==> src/common/game_pkg.sv <==
package game_pkg;

    // Top-level game phases
    typedef enum logic [1:0] {
        GREETING,
        PLAYING,
        GAME_OVER
    } game_phase_t;

    // Steps of one playing frame
    typedef enum logic [2:0] {
        IDLE,
        CLEAR_SCREEN,
        UPDATE_POSITION,
        RENDER_PLAYER,
        UPDATE_VGA,
        FINISH
    } play_phase_t;

    typedef logic [7:0] scan_code_t;   // PS/2 make code

    localparam scan_code_t key_up    = 8'h1D;   // W
    localparam scan_code_t key_left  = 8'h1C;   // A
    localparam scan_code_t key_down  = 8'h1B;   // S
    localparam scan_code_t key_right = 8'h23;   // D
    localparam scan_code_t key_start = 8'h29;   // Space

    typedef enum logic [2:0] {
        NONE,
        UP,
        LEFT,
        DOWN,
        RIGHT
    } direction_t;

    // Tile grid coordinates
    typedef logic [5:0] tile_x_t;
    typedef logic [4:0] tile_y_t;

    typedef struct packed {
        tile_x_t x;
        tile_y_t y;
    } player_pos_t;

endpackage

==> src/common/video_pkg.sv <==
package video_pkg;

    // Screen coordinates and frame-buffer address
    typedef logic [7:0]  pixel_x_t;
    typedef logic [6:0]  pixel_y_t;
    typedef logic [14:0] fb_addr_t;   // row * screen width + column

    typedef logic [11:0] color_t;     // 4 bits each of R, G, B

    // One frame-buffer RAM access, read when wren is low
    typedef struct packed {
        fb_addr_t addr;
        color_t   data;
        logic     wren;
    } fb_write_t;

    // Pixel handed to the VGA adapter
    typedef struct packed {
        pixel_x_t x;
        pixel_y_t y;
        color_t   color;
        logic     plot;   // Single-cycle write strobe
    } vga_pixel_t;

    localparam color_t greeting_color   = 12'h0F0;
    localparam color_t background_color = 12'h000;
    localparam color_t player_color     = 12'hFF0;
    localparam color_t game_over_color  = 12'hF00;

endpackage
==> src/verilog/game_top.sv <==
`timescale 1ns/1ps

module game_top #(
    parameter int screen_width  = 160,
    parameter int screen_height = 120,
    parameter int tile_size     = 4
) (
    input  logic                   clock,
    input  logic                   resetn,
    input  game_pkg::scan_code_t   last_key_received,
    input  video_pkg::color_t      fb_q,
    output video_pkg::fb_write_t   fb_write,
    output video_pkg::vga_pixel_t  vga
);

    game_pkg::game_phase_t phase, next_phase;

    logic greet_done, over_done, play_finished;
    logic greet_filled;   // Greeting screen complete, waiting for space

    video_pkg::fb_write_t  greet_write, over_write, play_write;
    video_pkg::vga_pixel_t play_vga;

    always_ff @(posedge clock) begin
        if (!resetn) begin
            phase <= game_pkg::GREETING;
        end else begin
            phase <= next_phase;
        end
    end

    // The fill pulses done once, the key may come much later
    always_ff @(posedge clock) begin
        if (!resetn || phase != game_pkg::GREETING) begin
            greet_filled <= 1'b0;
        end else if (greet_done) begin
            greet_filled <= 1'b1;
        end
    end

    always_comb begin
        next_phase = phase;
        case (phase)
            game_pkg::GREETING:
                if (greet_filled && last_key_received == game_pkg::key_start)
                    next_phase = game_pkg::PLAYING;
            game_pkg::PLAYING:
                if (play_finished) next_phase = game_pkg::GAME_OVER;
            game_pkg::GAME_OVER:
                if (over_done) next_phase = game_pkg::GREETING;
            default: next_phase = game_pkg::GREETING;
        endcase
    end

    // Only the active phase reaches the RAM and the VGA adapter
    always_comb begin
        fb_write = '0;
        vga      = '0;
        case (phase)
            game_pkg::GREETING:  fb_write = greet_write;
            game_pkg::PLAYING: begin
                fb_write = play_write;
                vga      = play_vga;
            end
            game_pkg::GAME_OVER: fb_write = over_write;
            default: ;
        endcase
    end

    screen_fill #(
        .screen_width  (screen_width),
        .screen_height (screen_height),
        .fill_color    (video_pkg::greeting_color)
    ) u_greeting (
        .clock    (clock),
        .resetn   (resetn),
        .start    (phase == game_pkg::GREETING),
        .done     (greet_done),
        .fb_write (greet_write)
    );

    playing_sequencer #(
        .screen_width  (screen_width),
        .screen_height (screen_height),
        .tile_size     (tile_size)
    ) u_playing (
        .clock             (clock),
        .resetn            (resetn),
        .start             (phase == game_pkg::PLAYING),
        .finished          (play_finished),
        .last_key_received (last_key_received),
        .fb_q              (fb_q),
        .fb_write          (play_write),
        .vga               (play_vga)
    );

    screen_fill #(
        .screen_width  (screen_width),
        .screen_height (screen_height),
        .fill_color    (video_pkg::game_over_color)
    ) u_game_over (
        .clock    (clock),
        .resetn   (resetn),
        .start    (phase == game_pkg::GAME_OVER),
        .done     (over_done),
        .fb_write (over_write)
    );

    // RAM writes and VGA plots come from different phases
    a_write_plot_exclusive: assert property (
        @(posedge clock) disable iff (!resetn) !(fb_write.wren && vga.plot)
    );

endmodule

==> src/playing/playing_sequencer.sv <==
`timescale 1ns/1ps

module playing_sequencer #(
    parameter int screen_width  = 160,
    parameter int screen_height = 120,
    parameter int tile_size     = 4
) (
    input  logic                  clock,
    input  logic                  resetn,
    input  logic                  start,
    output logic                  finished,
    input  game_pkg::scan_code_t  last_key_received,
    input  video_pkg::color_t     fb_q,
    output video_pkg::fb_write_t  fb_write,
    output video_pkg::vga_pixel_t vga
);

    game_pkg::play_phase_t state, next_state;
    game_pkg::player_pos_t player_pos;

    logic clear_done, render_done, scan_done;
    logic moved, hit_wall;

    video_pkg::fb_write_t  clear_write, render_write;
    video_pkg::fb_addr_t   scan_addr;
    video_pkg::vga_pixel_t scan_vga;

    always_ff @(posedge clock) begin
        if (!resetn) begin
            state <= game_pkg::IDLE;
        end else begin
            state <= next_state;
        end
    end

    always_comb begin
        next_state = state;
        case (state)
            game_pkg::IDLE:            if (start) next_state = game_pkg::CLEAR_SCREEN;
            game_pkg::CLEAR_SCREEN:    if (clear_done) next_state = game_pkg::UPDATE_POSITION;
            game_pkg::UPDATE_POSITION: begin
                if (hit_wall) next_state = game_pkg::FINISH;
                else if (moved) next_state = game_pkg::RENDER_PLAYER;
            end
            game_pkg::RENDER_PLAYER:   if (render_done) next_state = game_pkg::UPDATE_VGA;
            game_pkg::UPDATE_VGA:      if (scan_done) next_state = game_pkg::CLEAR_SCREEN;
            game_pkg::FINISH:          next_state = game_pkg::IDLE;
            default:                   next_state = game_pkg::IDLE;
        endcase
        if (!start) next_state = game_pkg::IDLE;   // Parent left the playing phase
    end

    assign finished = (state == game_pkg::FINISH);

    always_comb begin
        fb_write = '0;
        vga      = '0;
        case (state)
            game_pkg::CLEAR_SCREEN:  fb_write = clear_write;
            game_pkg::RENDER_PLAYER: fb_write = render_write;
            game_pkg::UPDATE_VGA: begin
                fb_write.addr = scan_addr;   // Read only
                vga           = scan_vga;
            end
            default: ;
        endcase
    end

    screen_fill #(
        .screen_width  (screen_width),
        .screen_height (screen_height),
        .fill_color    (video_pkg::background_color)
    ) u_clear (
        .clock    (clock),
        .resetn   (resetn),
        .start    (state == game_pkg::CLEAR_SCREEN),
        .done     (clear_done),
        .fb_write (clear_write)
    );

    player_motion #(
        .screen_width  (screen_width),
        .screen_height (screen_height),
        .tile_size     (tile_size)
    ) u_motion (
        .clock             (clock),
        .resetn            (resetn),
        .restart           (state == game_pkg::IDLE),
        .last_key_received (last_key_received),
        .step              (state == game_pkg::UPDATE_POSITION),
        .moved             (moved),
        .hit_wall          (hit_wall),
        .pos               (player_pos)
    );

    player_render #(
        .screen_width (screen_width),
        .tile_size    (tile_size)
    ) u_render (
        .clock    (clock),
        .resetn   (resetn),
        .start    (state == game_pkg::RENDER_PLAYER),
        .pos      (player_pos),
        .done     (render_done),
        .fb_write (render_write)
    );

    vga_scan #(
        .screen_width  (screen_width),
        .screen_height (screen_height)
    ) u_scan (
        .clock   (clock),
        .resetn  (resetn),
        .start   (state == game_pkg::UPDATE_VGA),
        .done    (scan_done),
        .fb_addr (scan_addr),
        .fb_q    (fb_q),
        .vga     (scan_vga)
    );

    // Player square stays inside the frame buffer
    a_render_on_screen: assert property (
        @(posedge clock) disable iff (!resetn)
        render_write.wren |->
            render_write.addr < video_pkg::fb_addr_t'(screen_width * screen_height)
    );

endmodule

==> src/playing/player_render.sv <==
`timescale 1ns/1ps

// Draws the player as a filled tile, row by row
module player_render #(
    parameter int screen_width = 160,
    parameter int tile_size    = 4
) (
    input  logic                  clock,
    input  logic                  resetn,
    input  logic                  start,
    input  game_pkg::player_pos_t pos,
    output logic                  done,
    output video_pkg::fb_write_t  fb_write
);

    video_pkg::pixel_x_t dx, px;   // Offset inside the tile, screen column
    video_pkg::pixel_y_t dy, py;
    logic drawn;
    logic end_of_row;
    logic last_pixel;

    assign end_of_row = (dx == video_pkg::pixel_x_t'(tile_size - 1));
    assign last_pixel = end_of_row && (dy == video_pkg::pixel_y_t'(tile_size - 1));

    assign px = video_pkg::pixel_x_t'(pos.x * tile_size) + dx;
    assign py = video_pkg::pixel_y_t'(pos.y * tile_size) + dy;

    always_ff @(posedge clock) begin
        if (!resetn || !start) begin
            dx    <= '0;
            dy    <= '0;
            drawn <= 1'b0;
            done  <= 1'b0;
        end else begin
            done <= 1'b0;
            if (!drawn) begin
                if (end_of_row) begin
                    dx <= '0;
                    dy <= dy + 1'b1;
                end else begin
                    dx <= dx + 1'b1;
                end
                if (last_pixel) begin
                    drawn <= 1'b1;
                    done  <= 1'b1;
                end
            end
        end
    end

    assign fb_write = '{
        addr: video_pkg::fb_addr_t'(py * screen_width + px),
        data: video_pkg::player_color,
        wren: start && !drawn
    };

endmodule

==> src/playing/player_motion.sv <==
`timescale 1ns/1ps

module player_motion #(
    parameter int screen_width  = 160,
    parameter int screen_height = 120,
    parameter int tile_size     = 4
) (
    input  logic                  clock,
    input  logic                  resetn,
    input  logic                  restart,
    input  game_pkg::scan_code_t  last_key_received,
    input  logic                  step,
    output logic                  moved,
    output logic                  hit_wall,
    output game_pkg::player_pos_t pos
);

    localparam int grid_width  = screen_width / tile_size;
    localparam int grid_height = screen_height / tile_size;

    localparam game_pkg::player_pos_t centre = '{
        x: game_pkg::tile_x_t'(grid_width / 2),
        y: game_pkg::tile_y_t'(grid_height / 2)
    };

    game_pkg::direction_t  dir;
    game_pkg::player_pos_t next_pos;
    logic blocked;   // Target tile is off the grid

    always_comb begin
        next_pos = pos;
        blocked  = 1'b0;
        case (dir)
            game_pkg::UP:
                if (pos.y == '0) blocked = 1'b1;
                else next_pos.y = pos.y - 1'b1;
            game_pkg::LEFT:
                if (pos.x == '0) blocked = 1'b1;
                else next_pos.x = pos.x - 1'b1;
            game_pkg::DOWN:
                if (pos.y == game_pkg::tile_y_t'(grid_height - 1)) blocked = 1'b1;
                else next_pos.y = pos.y + 1'b1;
            game_pkg::RIGHT:
                if (pos.x == game_pkg::tile_x_t'(grid_width - 1)) blocked = 1'b1;
                else next_pos.x = pos.x + 1'b1;
            default: ;   // NONE stays put
        endcase
    end

    assign moved    = step && !blocked;
    assign hit_wall = step && blocked;

    always_ff @(posedge clock) begin
        if (!resetn || restart) begin
            dir <= game_pkg::NONE;
            pos <= centre;
        end else begin
            case (last_key_received)
                game_pkg::key_up:    dir <= game_pkg::UP;
                game_pkg::key_left:  dir <= game_pkg::LEFT;
                game_pkg::key_down:  dir <= game_pkg::DOWN;
                game_pkg::key_right: dir <= game_pkg::RIGHT;
                default: ;   // Other codes keep the direction
            endcase
            if (moved) pos <= next_pos;
        end
    end

endmodule

==> src/verilog/vga_scan.sv <==
`timescale 1ns/1ps

// Copies the frame buffer to the VGA adapter in raster order
module vga_scan #(
    parameter int screen_width  = 160,
    parameter int screen_height = 120
) (
    input  logic                  clock,
    input  logic                  resetn,
    input  logic                  start,
    output logic                  done,
    output video_pkg::fb_addr_t   fb_addr,
    input  video_pkg::color_t     fb_q,
    output video_pkg::vga_pixel_t vga
);

    video_pkg::pixel_x_t x, x_d;
    video_pkg::pixel_y_t y, y_d;
    logic scanned;
    logic reading;
    logic plot_d;
    logic last_d;      // Last read is in flight
    logic end_of_row;
    logic last_pixel;

    assign reading    = start && !scanned;
    assign end_of_row = (x == video_pkg::pixel_x_t'(screen_width - 1));
    assign last_pixel = end_of_row && (y == video_pkg::pixel_y_t'(screen_height - 1));

    always_ff @(posedge clock) begin
        if (!resetn || !start) begin
            x       <= '0;
            y       <= '0;
            fb_addr <= '0;
            scanned <= 1'b0;
            plot_d  <= 1'b0;
            last_d  <= 1'b0;
            done    <= 1'b0;
        end else begin
            plot_d <= reading;
            last_d <= reading && last_pixel;
            done   <= last_d;
            if (reading) begin
                fb_addr <= fb_addr + 1'b1;
                if (end_of_row) begin
                    x <= '0;
                    y <= y + 1'b1;
                end else begin
                    x <= x + 1'b1;
                end
                if (last_pixel) scanned <= 1'b1;
            end
        end
    end

    // Coordinates wait one cycle for the RAM data
    always_ff @(posedge clock) begin
        x_d <= x;
        y_d <= y;
    end

    assign vga = '{x: x_d, y: y_d, color: fb_q, plot: plot_d};

    // Each plot matches the address read the cycle before
    a_plot_follows_read: assert property (
        @(posedge clock) disable iff (!resetn)
        vga.plot |-> $past(reading) &&
            $past(fb_addr) == video_pkg::fb_addr_t'(vga.y * screen_width + vga.x)
    );

endmodule

==> src/verilog/screen_fill.sv <==
`timescale 1ns/1ps

// Paints fill_color over the whole frame buffer, one pixel per clock
module screen_fill #(
    parameter int                screen_width  = 160,
    parameter int                screen_height = 120,
    parameter video_pkg::color_t fill_color    = 12'h000
) (
    input  logic                 clock,
    input  logic                 resetn,
    input  logic                 start,
    output logic                 done,
    output video_pkg::fb_write_t fb_write
);

    video_pkg::pixel_x_t x;
    video_pkg::pixel_y_t y;
    video_pkg::fb_addr_t addr;
    logic filled;      // Stays set until start drops
    logic end_of_row;
    logic last_pixel;

    assign end_of_row = (x == video_pkg::pixel_x_t'(screen_width - 1));
    assign last_pixel = end_of_row && (y == video_pkg::pixel_y_t'(screen_height - 1));

    always_ff @(posedge clock) begin
        if (!resetn || !start) begin
            x      <= '0;
            y      <= '0;
            addr   <= '0;
            filled <= 1'b0;
            done   <= 1'b0;
        end else begin
            done <= 1'b0;
            if (!filled) begin
                addr <= addr + 1'b1;   // Raster order, so address just counts
                if (end_of_row) begin
                    x <= '0;
                    y <= y + 1'b1;
                end else begin
                    x <= x + 1'b1;
                end
                if (last_pixel) begin
                    filled <= 1'b1;
                    done   <= 1'b1;
                end
            end
        end
    end

    // No writes while held in reset
    assign fb_write = '{addr: addr, data: fill_color, wren: resetn && start && !filled};

endmodule

==> config.mk <==
export PLATFORM = sky130hd
export DESIGN_NAME = game_top
export DESIGN_NICKNAME = d
export VERILOG_FILES = /design/src/common/game_pkg.sv /design/src/common/video_pkg.sv /design/src/verilog/game_top.sv /design/src/playing/playing_sequencer.sv /design/src/playing/player_render.sv /design/src/playing/player_motion.sv /design/src/verilog/vga_scan.sv /design/src/verilog/screen_fill.sv
export SDC_FILE = /design/constraint.sdc
export NUM_CORES = 1
export LEC_CHECK = 0
export ABC_AREA = 1
export BUFFER_PORTS_ARGS = -buffer_cell sky130_fd_sc_hd__buf_2
export CAP_MARGIN = 20
export CORE_MARGIN = 2
export CORE_UTILIZATION = 28
export DETAILED_ROUTE_END_ITERATION = 16
export SYNTH_ARGS = -nofsm -noshare
export SYNTH_HDL_FRONTEND = slang
export SYNTH_SLANG_ARGS = --single-unit
==> constraint.sdc <==
create_clock -name clock -period 4.9 [get_ports clock]
set_input_delay 0.245 -clock clock [delete_from_list [all_inputs] [get_ports clock]]
set_output_delay 0.245 -clock clock [all_outputs]
set_load 0.02 [all_outputs]
==> Yosys cells after proc, flatten, opt, wreduce, memory -nomap -nowiden <==
Index checks and enable logic that the tools add are counted.
{ "classes": {"add_sub_neg": 21, "multipliers": 1, "n_eq_ne": 39, "muxes": 40, "n_bitwise": 4, "reduce_logical": 59} }
{ "op_table": {"columns": ["op", "n"], "rows": [
  ["one-hot mux 28 bit (3 select lines)", 1],
  ["adder 15 x 1 -> 15 bit, second input constant", 4],
  ["two-way mux 28 bit", 2],
  ["one-hot mux 15 bit (3 select lines)", 1],
  ["adder 8 x 1 -> 8 bit, second input constant", 5],
  ["two-way mux 8 bit", 5],
  ["adder 7 x 1 -> 7 bit, second input constant", 5],
  ["== test 8 bit, second input constant", 4],
  ["== test 7 bit, second input constant", 4],
  ["one-hot mux 13 bit (2 select lines)", 1],
  ["== test 8 x 5 -> 1 bit, second input constant", 3],
  ["logical AND 1 bit", 17],
  ["== test 8 x 6 -> 1 bit, second input constant", 2],
  ["adder 15 x 8 -> 15 bit", 1],
  ["two-way mux 3 bit", 5],
  ["one-hot mux 3 bit (5 select lines)", 1],
  ["inequality test 2 bit, second input constant", 7],
  ["AND reduction 2 bit", 7],
  ["== test 3 x 2 -> 1 bit, second input constant", 4],
  ["logical NOT 1 bit", 12],
  ["two-way mux 1 bit", 12],
  ["two-way mux 6 bit", 2],
  ["one-hot mux 3 bit (4 select lines)", 1],
  ["one-hot mux 6 bit (2 select lines)", 1],
  ["33 further kinds", 57]
]} }
{ "word_totals": {"reg_bits": 182, "inputBits": 22, "output_inout_bits": 56, "wordCells": 198} }

==> Logic depth before layout (Yosys ltp) <==
Gate-level depths: netlist of the first run.
{ "depth": {"depth_word": 8, "mapped_depth": 22, "depth_no_buf": 22} }

==> Hierarchy <==
A second synthesis of the first run with hierarchy kept.
{ "unflattened": {"hier_cells": 1810, "area_unflattened_um2": 11984.0} }
{ "by_module_without_submodules": {"columns": ["mod", "n_inst", "cells_per_inst", "area_per_inst_um2", "seq_area_each_um2"], "rows": [
  ["screen_fill at u_game_over ...", 2, 241, 1692.9, 640.6],
  ["vga_scan", 1, 260, 1988.2, 980.9],
  ["player_render", 1, 255, 1773.0, 340.3],
  ["screen_fill at u_playing.u_clear", 1, 240, 1689.1, 640.6],
  ["player_motion", 1, 180, 1191.1, 280.3],
  ["game_top", 1, 211, 1076.0, 60.1],
  ["playing_sequencer", 1, 182, 880.8, 60.1]
]} }

==> Worst setup path after synthesis of the first run <==
OpenSTA, ideal clock, no wires.
{ "synth_timing": {"kind": "reg-to-output", "start": "reg, netlist name u_playing.u_motion.pos[0]", "end": "out fb_write[26] (netlist bit)", "t_arrival_ps": 2929, "required_ps": 4655, "path_slack_ps": 1726, "path_stages_with_launch": 17, "n_path_buf": 0, "cell_sequence": "dfxtp_1 ha_1 fa_1 ha_1 ha_1 inv_1 fa_1 nor2_1 nand2_1 nor2_1 nand2_1 nor2_1 nand2_1 nand3_1 nand2_1 nand2_1 nand2_1"} }
{ "synth_lines": {"columns": ["element", "line", "source"], "rows": [
  ["end: declaration", "game_top.sv:12", "output video_pkg::fb_write_t fb_write,"]
]} }

==> results_dict.tcl, run 1 <==
set metrics [dict create \
    core_um2 34700 \
    portBuffers 73 \
    maxCapViolations 0 \
    path_max_fanout 7 \
    crit_type "reg -> out" \
    finalWirelength_mm 23.1 \
    synth_cells 1426 \
    ir_drop_mv 0.309 \
    cts_tree "yes" \
    crit_arrival_ps 3670 \
    fin_cells 1960 \
    worstMarginPinSlew_ps 932 \
    n_fill_cell 3724 \
    synth_edf_count 0 \
    crit_path_end_kind "primary output" \
    hold_viol_final 0 \
    hold_depth 4 \
    ant_nets 0 \
    fin_crit_ps 3920 \
    dp_slack_ps 1400 \
    placed_area_um2 10700 \
    max_slew_margin 0.377 \
    cts_sinks 182 \
    die_w_um 192 \
    fin_crit_sh 0.799 \
    ys_seq_elements 182 \
    grt_pass1_wl_mm 38.3 \
    cp.required_ps 4660 \
    min_path_type "in -> reg" \
    setup_slack_ps 983 \
    skew_ps 16.5 \
    diodes 0 \
    cts_setup_buffers 0 \
    cts-resized-gates 0 \
    ys_warn_count 0 \
    row_count 68 \
    final_cell_area_um2 11200 \
    ys_seq_area_frac 0.368 \
    dp_hpwl_mm 17.8 \
    clk_latency_ps 440 \
    via_per_inst 4.55 \
    grt_max_degree 29 \
    num_io_pins 78 \
    setup_viol 0 \
    whs_endpoint "u_playing.u_motion.dir[1]" \
    r2r-end "u_playing.u_motion.pos[8]" \
    detail_route.iter0.violations 523 \
    dr.pass1.iters 5 \
    cts_inserted_buffers 17 \
    r2r_cells 7 \
    yosysUniqueCellTypes 49 \
    drc_errors 0 \
    utilization 0.324 \
    placed_cells 1928 \
    clk_transition_reported_paths_ps 80 \
    htree_levels 4 \
    fin_tns_setup_ps 0 \
    dieArea_um2 36900 \
    initial_core_util 0.285 \
    die_h_um 192 \
    place.gp.congestion 0.871 \
    start_kind "flip-flop" \
    status "finished clean" \
    p_leak_nw 4.30 \
    power.total_mw 2.86 \
    syn_area_per_cell_um2 6.94 \
    grt_pass1_vias 8211 \
    antenna_found_initial 0 \
    whs_ps 167 \
    hold_buffers 0 \
    rsz0062_at_grt "false" \
    nets 1563 \
    fmax_ghz 0.255 \
    power_density_nw_per_um2 254 \
    clockBufferDepth 2 \
    rrSetupSlack_ps 2780 \
    cts-root-buf "clkbuf_16" \
    async_flop_share 0 \
    synthesis.area_um2 9900 \
    final_layout_size_suffix_gt1_frac 0.0990 \
    num_vias 8917 \
    reg2reg_from "u_playing.u_motion.dir[1]" \
    synthFlopType "dfxtp_1" \
    overflow 0 \
    area_growth_pct 13.6 \
    grt.total_usage 0.127 \
    wl_per_cell_um 11.8 \
    hp-start "last_key_received[0]" \
    report.final.slew_viol_count 0 \
]
-- power breakdown --
part	internal (mW)	total, mW	switching [mW]
Sequential	1.48	1.49	0.00408
Combinational	0.0173	0.0466	0.0293
Clock	0.673	1.33	0.653
-- synthesized netlist by cell type, types with 2 or more instances --
cell type,n,area share
nand2_1,278,0.11
inv_1,231,0.088
dfxtp_1,182,0.37
nor2_1,168,0.064
a21oi_1,111,0.056
nand3_1,72,0.036
o21ai_0,65,0.033
nor3_1,45,0.023
ha_1,43,0.054
nand4_1,35,0.022
xor2_1,24,0.021
nor3b_1,13,0.0099
o221ai_1,13,0.012
buf_4,12,0.0091
o22ai_1,11,0.0070
a31oi_1,9,0.0057
buf_2,9,0.0045
clkbuf_1,9,0.0034
xnor2_1,9,0.0080
inv_2,8,0.0030
nor2_2,7,0.0044
o21a_1,7,0.0053
fa_1,6,0.012
or2_2,6,0.0038
clkinv_1,5,0.0019
nor2_4,5,0.0057
nand2_2,4,0.0025
nor3_2,4,0.0040
o211ai_1,4,0.0030
o21bai_1,4,0.0030
nor4_1,3,0.0019
o21ai_1,3,0.0015
and3_1,2,0.0013
nand3_2,2,0.0020
nand3b_1,2,0.0015
o31ai_1,2,0.0015
-- state kept, by name, summed over array words and instances (netlist names), 8 cells and up --
| signal | count |
|---|---|
| u_game_over.x | 8 |
| u_playing.u_scan.x | 8 |
| u_playing.u_motion.pos | 11 |
| u_playing.u_render.dx | 8 |
| u_greeting.x | 8 |
| u_game_over.addr | 15 |
| u_playing.u_clear.x | 8 |
| u_playing.u_clear.addr | 15 |
| u_playing.u_scan.x_d | 8 |
| u_greeting.addr | 15 |
| u_playing.u_scan.fb_addr | 15 |
-- worst max-delay path: stages (launching register included) --
cell and delay (ps):
dfxtp_1 450, ha_1 230, fa_1 460, ha_1 290
ha_1 220, inv_1 70, fa_1 420, nor2_1 180
nand2_1 90, nor2_1 90, nand2_1 70, nor2_1 150
nand2_1 70, nand2_1 60, nand2_1 50, nand2_1 70
nand2_1 50, nand2_1 60, buf_2 160
-- kinds of logic (layout without fill, tap and decap cells) --
kind of cell               count (synthesis)  after routing  share of synthesized area
AOI/OAI and AO/OA                        233            233                      0.131
buffers and inverters                    278            354                      0.112
and+or+nand+nor                          650            650                      0.293
DFF                                      182            182                      0.368
adders and majority gates                 49             49                     0.0665
other                                      1              4                   0.000379
xor gates and xnor gates                  33             33                     0.0292
-- layout make-up --
cell class,instances,area (um^2),area share
Sequential cell,182,3640,0.324
Clock buffer,17,425,0.0378
Timing Repair Buffer,77,395,0.0352
Multi-Input combinational cell,969,5160,0.459
Inverter,245,921,0.0819
Clock inverter,15,136,0.0121
Tap cell,455,569,0.0506
-- worst max-delay path by stage --
stage	slack, ps	start	endpoint
floorplan	1730	u_playing.u_motion.pos[0]	fb_write[26]
global placement	1450	u_playing.u_motion.pos[0]	fb_write[26]
detailed placement	1400	u_playing.u_motion.pos[0]	fb_write[26]
CTS	940	u_playing.u_motion.pos[0]	fb_write[26]
global route	660	u_playing.u_motion.pos[0]	fb_write[26]
finish	980	u_playing.u_motion.pos[0]	fb_write[27]
-- per-layer routing --
layer,share of wire,GRT usage
met5,0,0
met4,0.015,0.0361
met3,0.051,0.0312
met2,0.46,0.215
met1,0.47,0.161
-- cells in the final DEF (no fill, tap or decap), types with 17 or more instances in the layout --
cell type,n
nand2_1,278
inv_1,231
dfxtp_1,182
nor2_1,168
a21oi_1,111
buf_2,73
nand3_1,72
o21ai_0,65
nor3_1,45
ha_1,43
nand4_1,35
xor2_1,24
clkbuf_16,17
Note: power is estimated with default switching activity, not from simulation.
==> run 2, diff against run 1 <==
==> constraint.sdc (replaced) <==
create_clock -name clock -period 3.1 [get_ports clock]
set_input_delay 0.155 -clock clock [delete_from_list [all_inputs] [get_ports clock]]
set_output_delay 0.155 -clock clock [all_outputs]
set_load 0.02 [all_outputs]
==> run 2 against run 1 <==
Critical endpoint unchanged. Critical path depth unchanged. The flow now finishes with violations (setup timing). Clock power up 53%. Power increased by 56%. Non-clock buffer count rose by 38. Die area did not move. Worst hold slack got worse by 89 ps. Largest cell class unchanged. First-iteration DRC count down 18%. Core utilization rose by 1.5 points. Register-to-register slack lost 1900 ps. Worst setup slack worse by 1400 ps. Combinational power up 60%. Critical path type unchanged.
==> results_dict.tcl, run 2 (synthesis gave the netlist of run 1 again) <==
set metrics [dict create \
    status "complete, but fails checks" \
    failed_checks "setup timing" \
    wl_per_cell_um 11.8 \
    final_cell_mix "273 x nand2_1, 228 x inv_1, 176 x dfxtp_1, 164 x nor2_1, 109 x a21oi_1" \
    final_layout_size_suffix_gt1_frac 0.147 \
    globalRouteMet3Util 0.0298 \
    power.total_mw 4.45 \
    r2r-end "u_game_over.addr[3]" \
    dp_hpwl_mm 18.0 \
    core_um2 34700 \
    fin_crit_sh 1.14 \
    detail_route.iter0.violations 427 \
    utilization 0.339 \
    nets 1601 \
    reg2reg_from "phase[0]" \
    worstMarginPinSlew_ps 783 \
    grt_pass1_wl_mm 39.5 \
    area_growth_pct 18.9 \
    cts_sinks 182 \
    row_count 68 \
    portBuffers 73 \
    power_density_nw_per_um2 378 \
    ant_nets 0 \
    maxCapViolations 0 \
    setup_viol 9 \
    final_common_cell "nand2_1" \
    hold_viol_final 0 \
    drc_errors 0 \
    grt_pass1_vias 8666 \
    cp_cell_sequence "ha_4 > fa_2 > ha_4 > ha_4 > inv_2 > fa_2 > nor2_4 > nand2_2 > nor2_1 > nand2_1 > nor2_2 > nand2_1 > nand2_1 > nand2_1 > nand2_1 > nand2_1 > nand2_1 > buf_6" \
    clk_latency_ps 430 \
    grt_max_degree 29 \
    initial_core_util 0.285 \
    cp_slowest_stage_delay_ps 560 \
    report.final.slew_viol_count 0 \
    htree_levels 4 \
    setup_slack_ps -433 \
    clk_transition_reported_paths_ps 70 \
    min_path_type "in -> reg" \
    antenna_found_initial 0 \
    grt.total_usage 0.131 \
    rsz0062_at_grt "true" \
    dr.pass1.iters 5 \
    cts_tree "yes" \
    overflow 0 \
    die_w_um 192 \
    clockBufferDepth 2 \
    cp.required_ps 2940 \
    busiest_layer "met2" \
    crit_path_end_kind "primary output" \
    ir_drop_mv 0.348 \
    via_per_inst 4.58 \
    crit_slowest_cell "fa_2" \
    p_leak_nw 4.52 \
    r2r_cells 5 \
    die_h_um 192 \
    diodes 0 \
    cts_inserted_buffers 17 \
    max_slew_margin 0.478 \
    fin_crit_ps 3530 \
    hold_depth 4 \
    start_kind "flip-flop" \
    finalWirelength_mm 23.7 \
    skew_ps 13.9 \
    cpMostUsedCell "nand2_1" \
    dieArea_um2 36900 \
    crit_arrival_ps 3380 \
    fmax_ghz 0.283 \
    crit_type "reg -> out" \
    fin_tns_setup_ps -2730 \
    grt_use_met2 0.223 \
    path_max_fanout 3 \
    rrSetupSlack_ps 890 \
    num_io_pins 78 \
    cts-root-buf "clkbuf_16" \
    n_fill_cell 3643 \
    num_vias 9160 \
    grt_use_met1 0.163 \
    place.gp.congestion 0.874 \
    whs_endpoint "u_playing.u_motion.dir[1]" \
    hp-start "last_key_received[0]" \
]
## run 2: cell types whose count changed in the layout (fill, tap and decap cells not counted), sizes merged
| cell | previous run | this run |
|---|---|---|
| buf | 77 | 115 |
| clkbuf | 17 | 21 |
| clkinv | 12 | 11 |
| clkinvlp | 1 | 2 |
| inv | 247 | 243 |
## run 2: area by class of cell
type                            instances  area (um^2)  share of cell area
Sequential cell                       182         3650               0.310
Inverter                              245          921              0.0782
Tap cell                              455          569              0.0484
Clock inverter                         11         96.3             0.00818
Clock buffer                           21          440              0.0374
Timing Repair Buffer                  115          727              0.0617
Multi-Input combinational cell        969         5370               0.456
## run 2: worst max-delay path by stage
stage | slack (ps) | to | depth (start not counted) | startpoint
after detailed placement | -170 | fb_write[26] | 17 | u_playing.u_render.dy[2]
after floorplan | 20 | fb_write[26] | 16 | u_playing.u_motion.pos[0]
after global routing | -580 | fb_write[27] | 18 | u_playing.u_motion.pos[0]
final | -430 | fb_write[27] | 18 | u_playing.u_motion.pos[0]
after global placement | -120 | fb_write[26] | 17 | u_playing.u_render.dy[2]
after CTS | -460 | fb_write[27] | 18 | u_playing.u_motion.pos[0]
## run 2: timing repair
item,in CTS,in global routing
setup buffers,4,3
pin swaps,13,22
hold buffers,0,0
setup endpoints to repair,9,9
gates resized for setup,42,19
## run 2: power breakdown
group          internal, mW  switching [mW]  total [mW]
combinational        0.0274          0.0473      0.0747
clock                  1.05           0.979        2.03
sequential             2.34         0.00640        2.35
total                  3.42            1.03        4.45
## run 2: layer usage
metal / wire length [um] / share of wire
met5: 0 / 0
met4: 478 / 0.020
met3: 1120 / 0.047
met2: 11100 / 0.47
met1: 11000 / 0.46
## run 2: worst max-delay path: cells and delay by family (launching register included)
kind	cells	cell delay [ps]
adder cells (fa/ha/maj)	5	1550
buffers and inverters	2	170
flip-flops	1	340
AND/OR/NAND/NOR	11	890
## run 2: per-stage QoR
stage	worst slack (ps)	area [um^2]	hold WS [ps]	instances
3_3_place_gp	-123	10900	346	1958
5_1_grt	-579	11800	107	1998
4_1_cts	-458	11600	70.9	1994
3_5_place_dp	-174	10900	347	1958
6_report	-433	11800	78.1	1998
2_1_floorplan	15.7	9910	331	1429
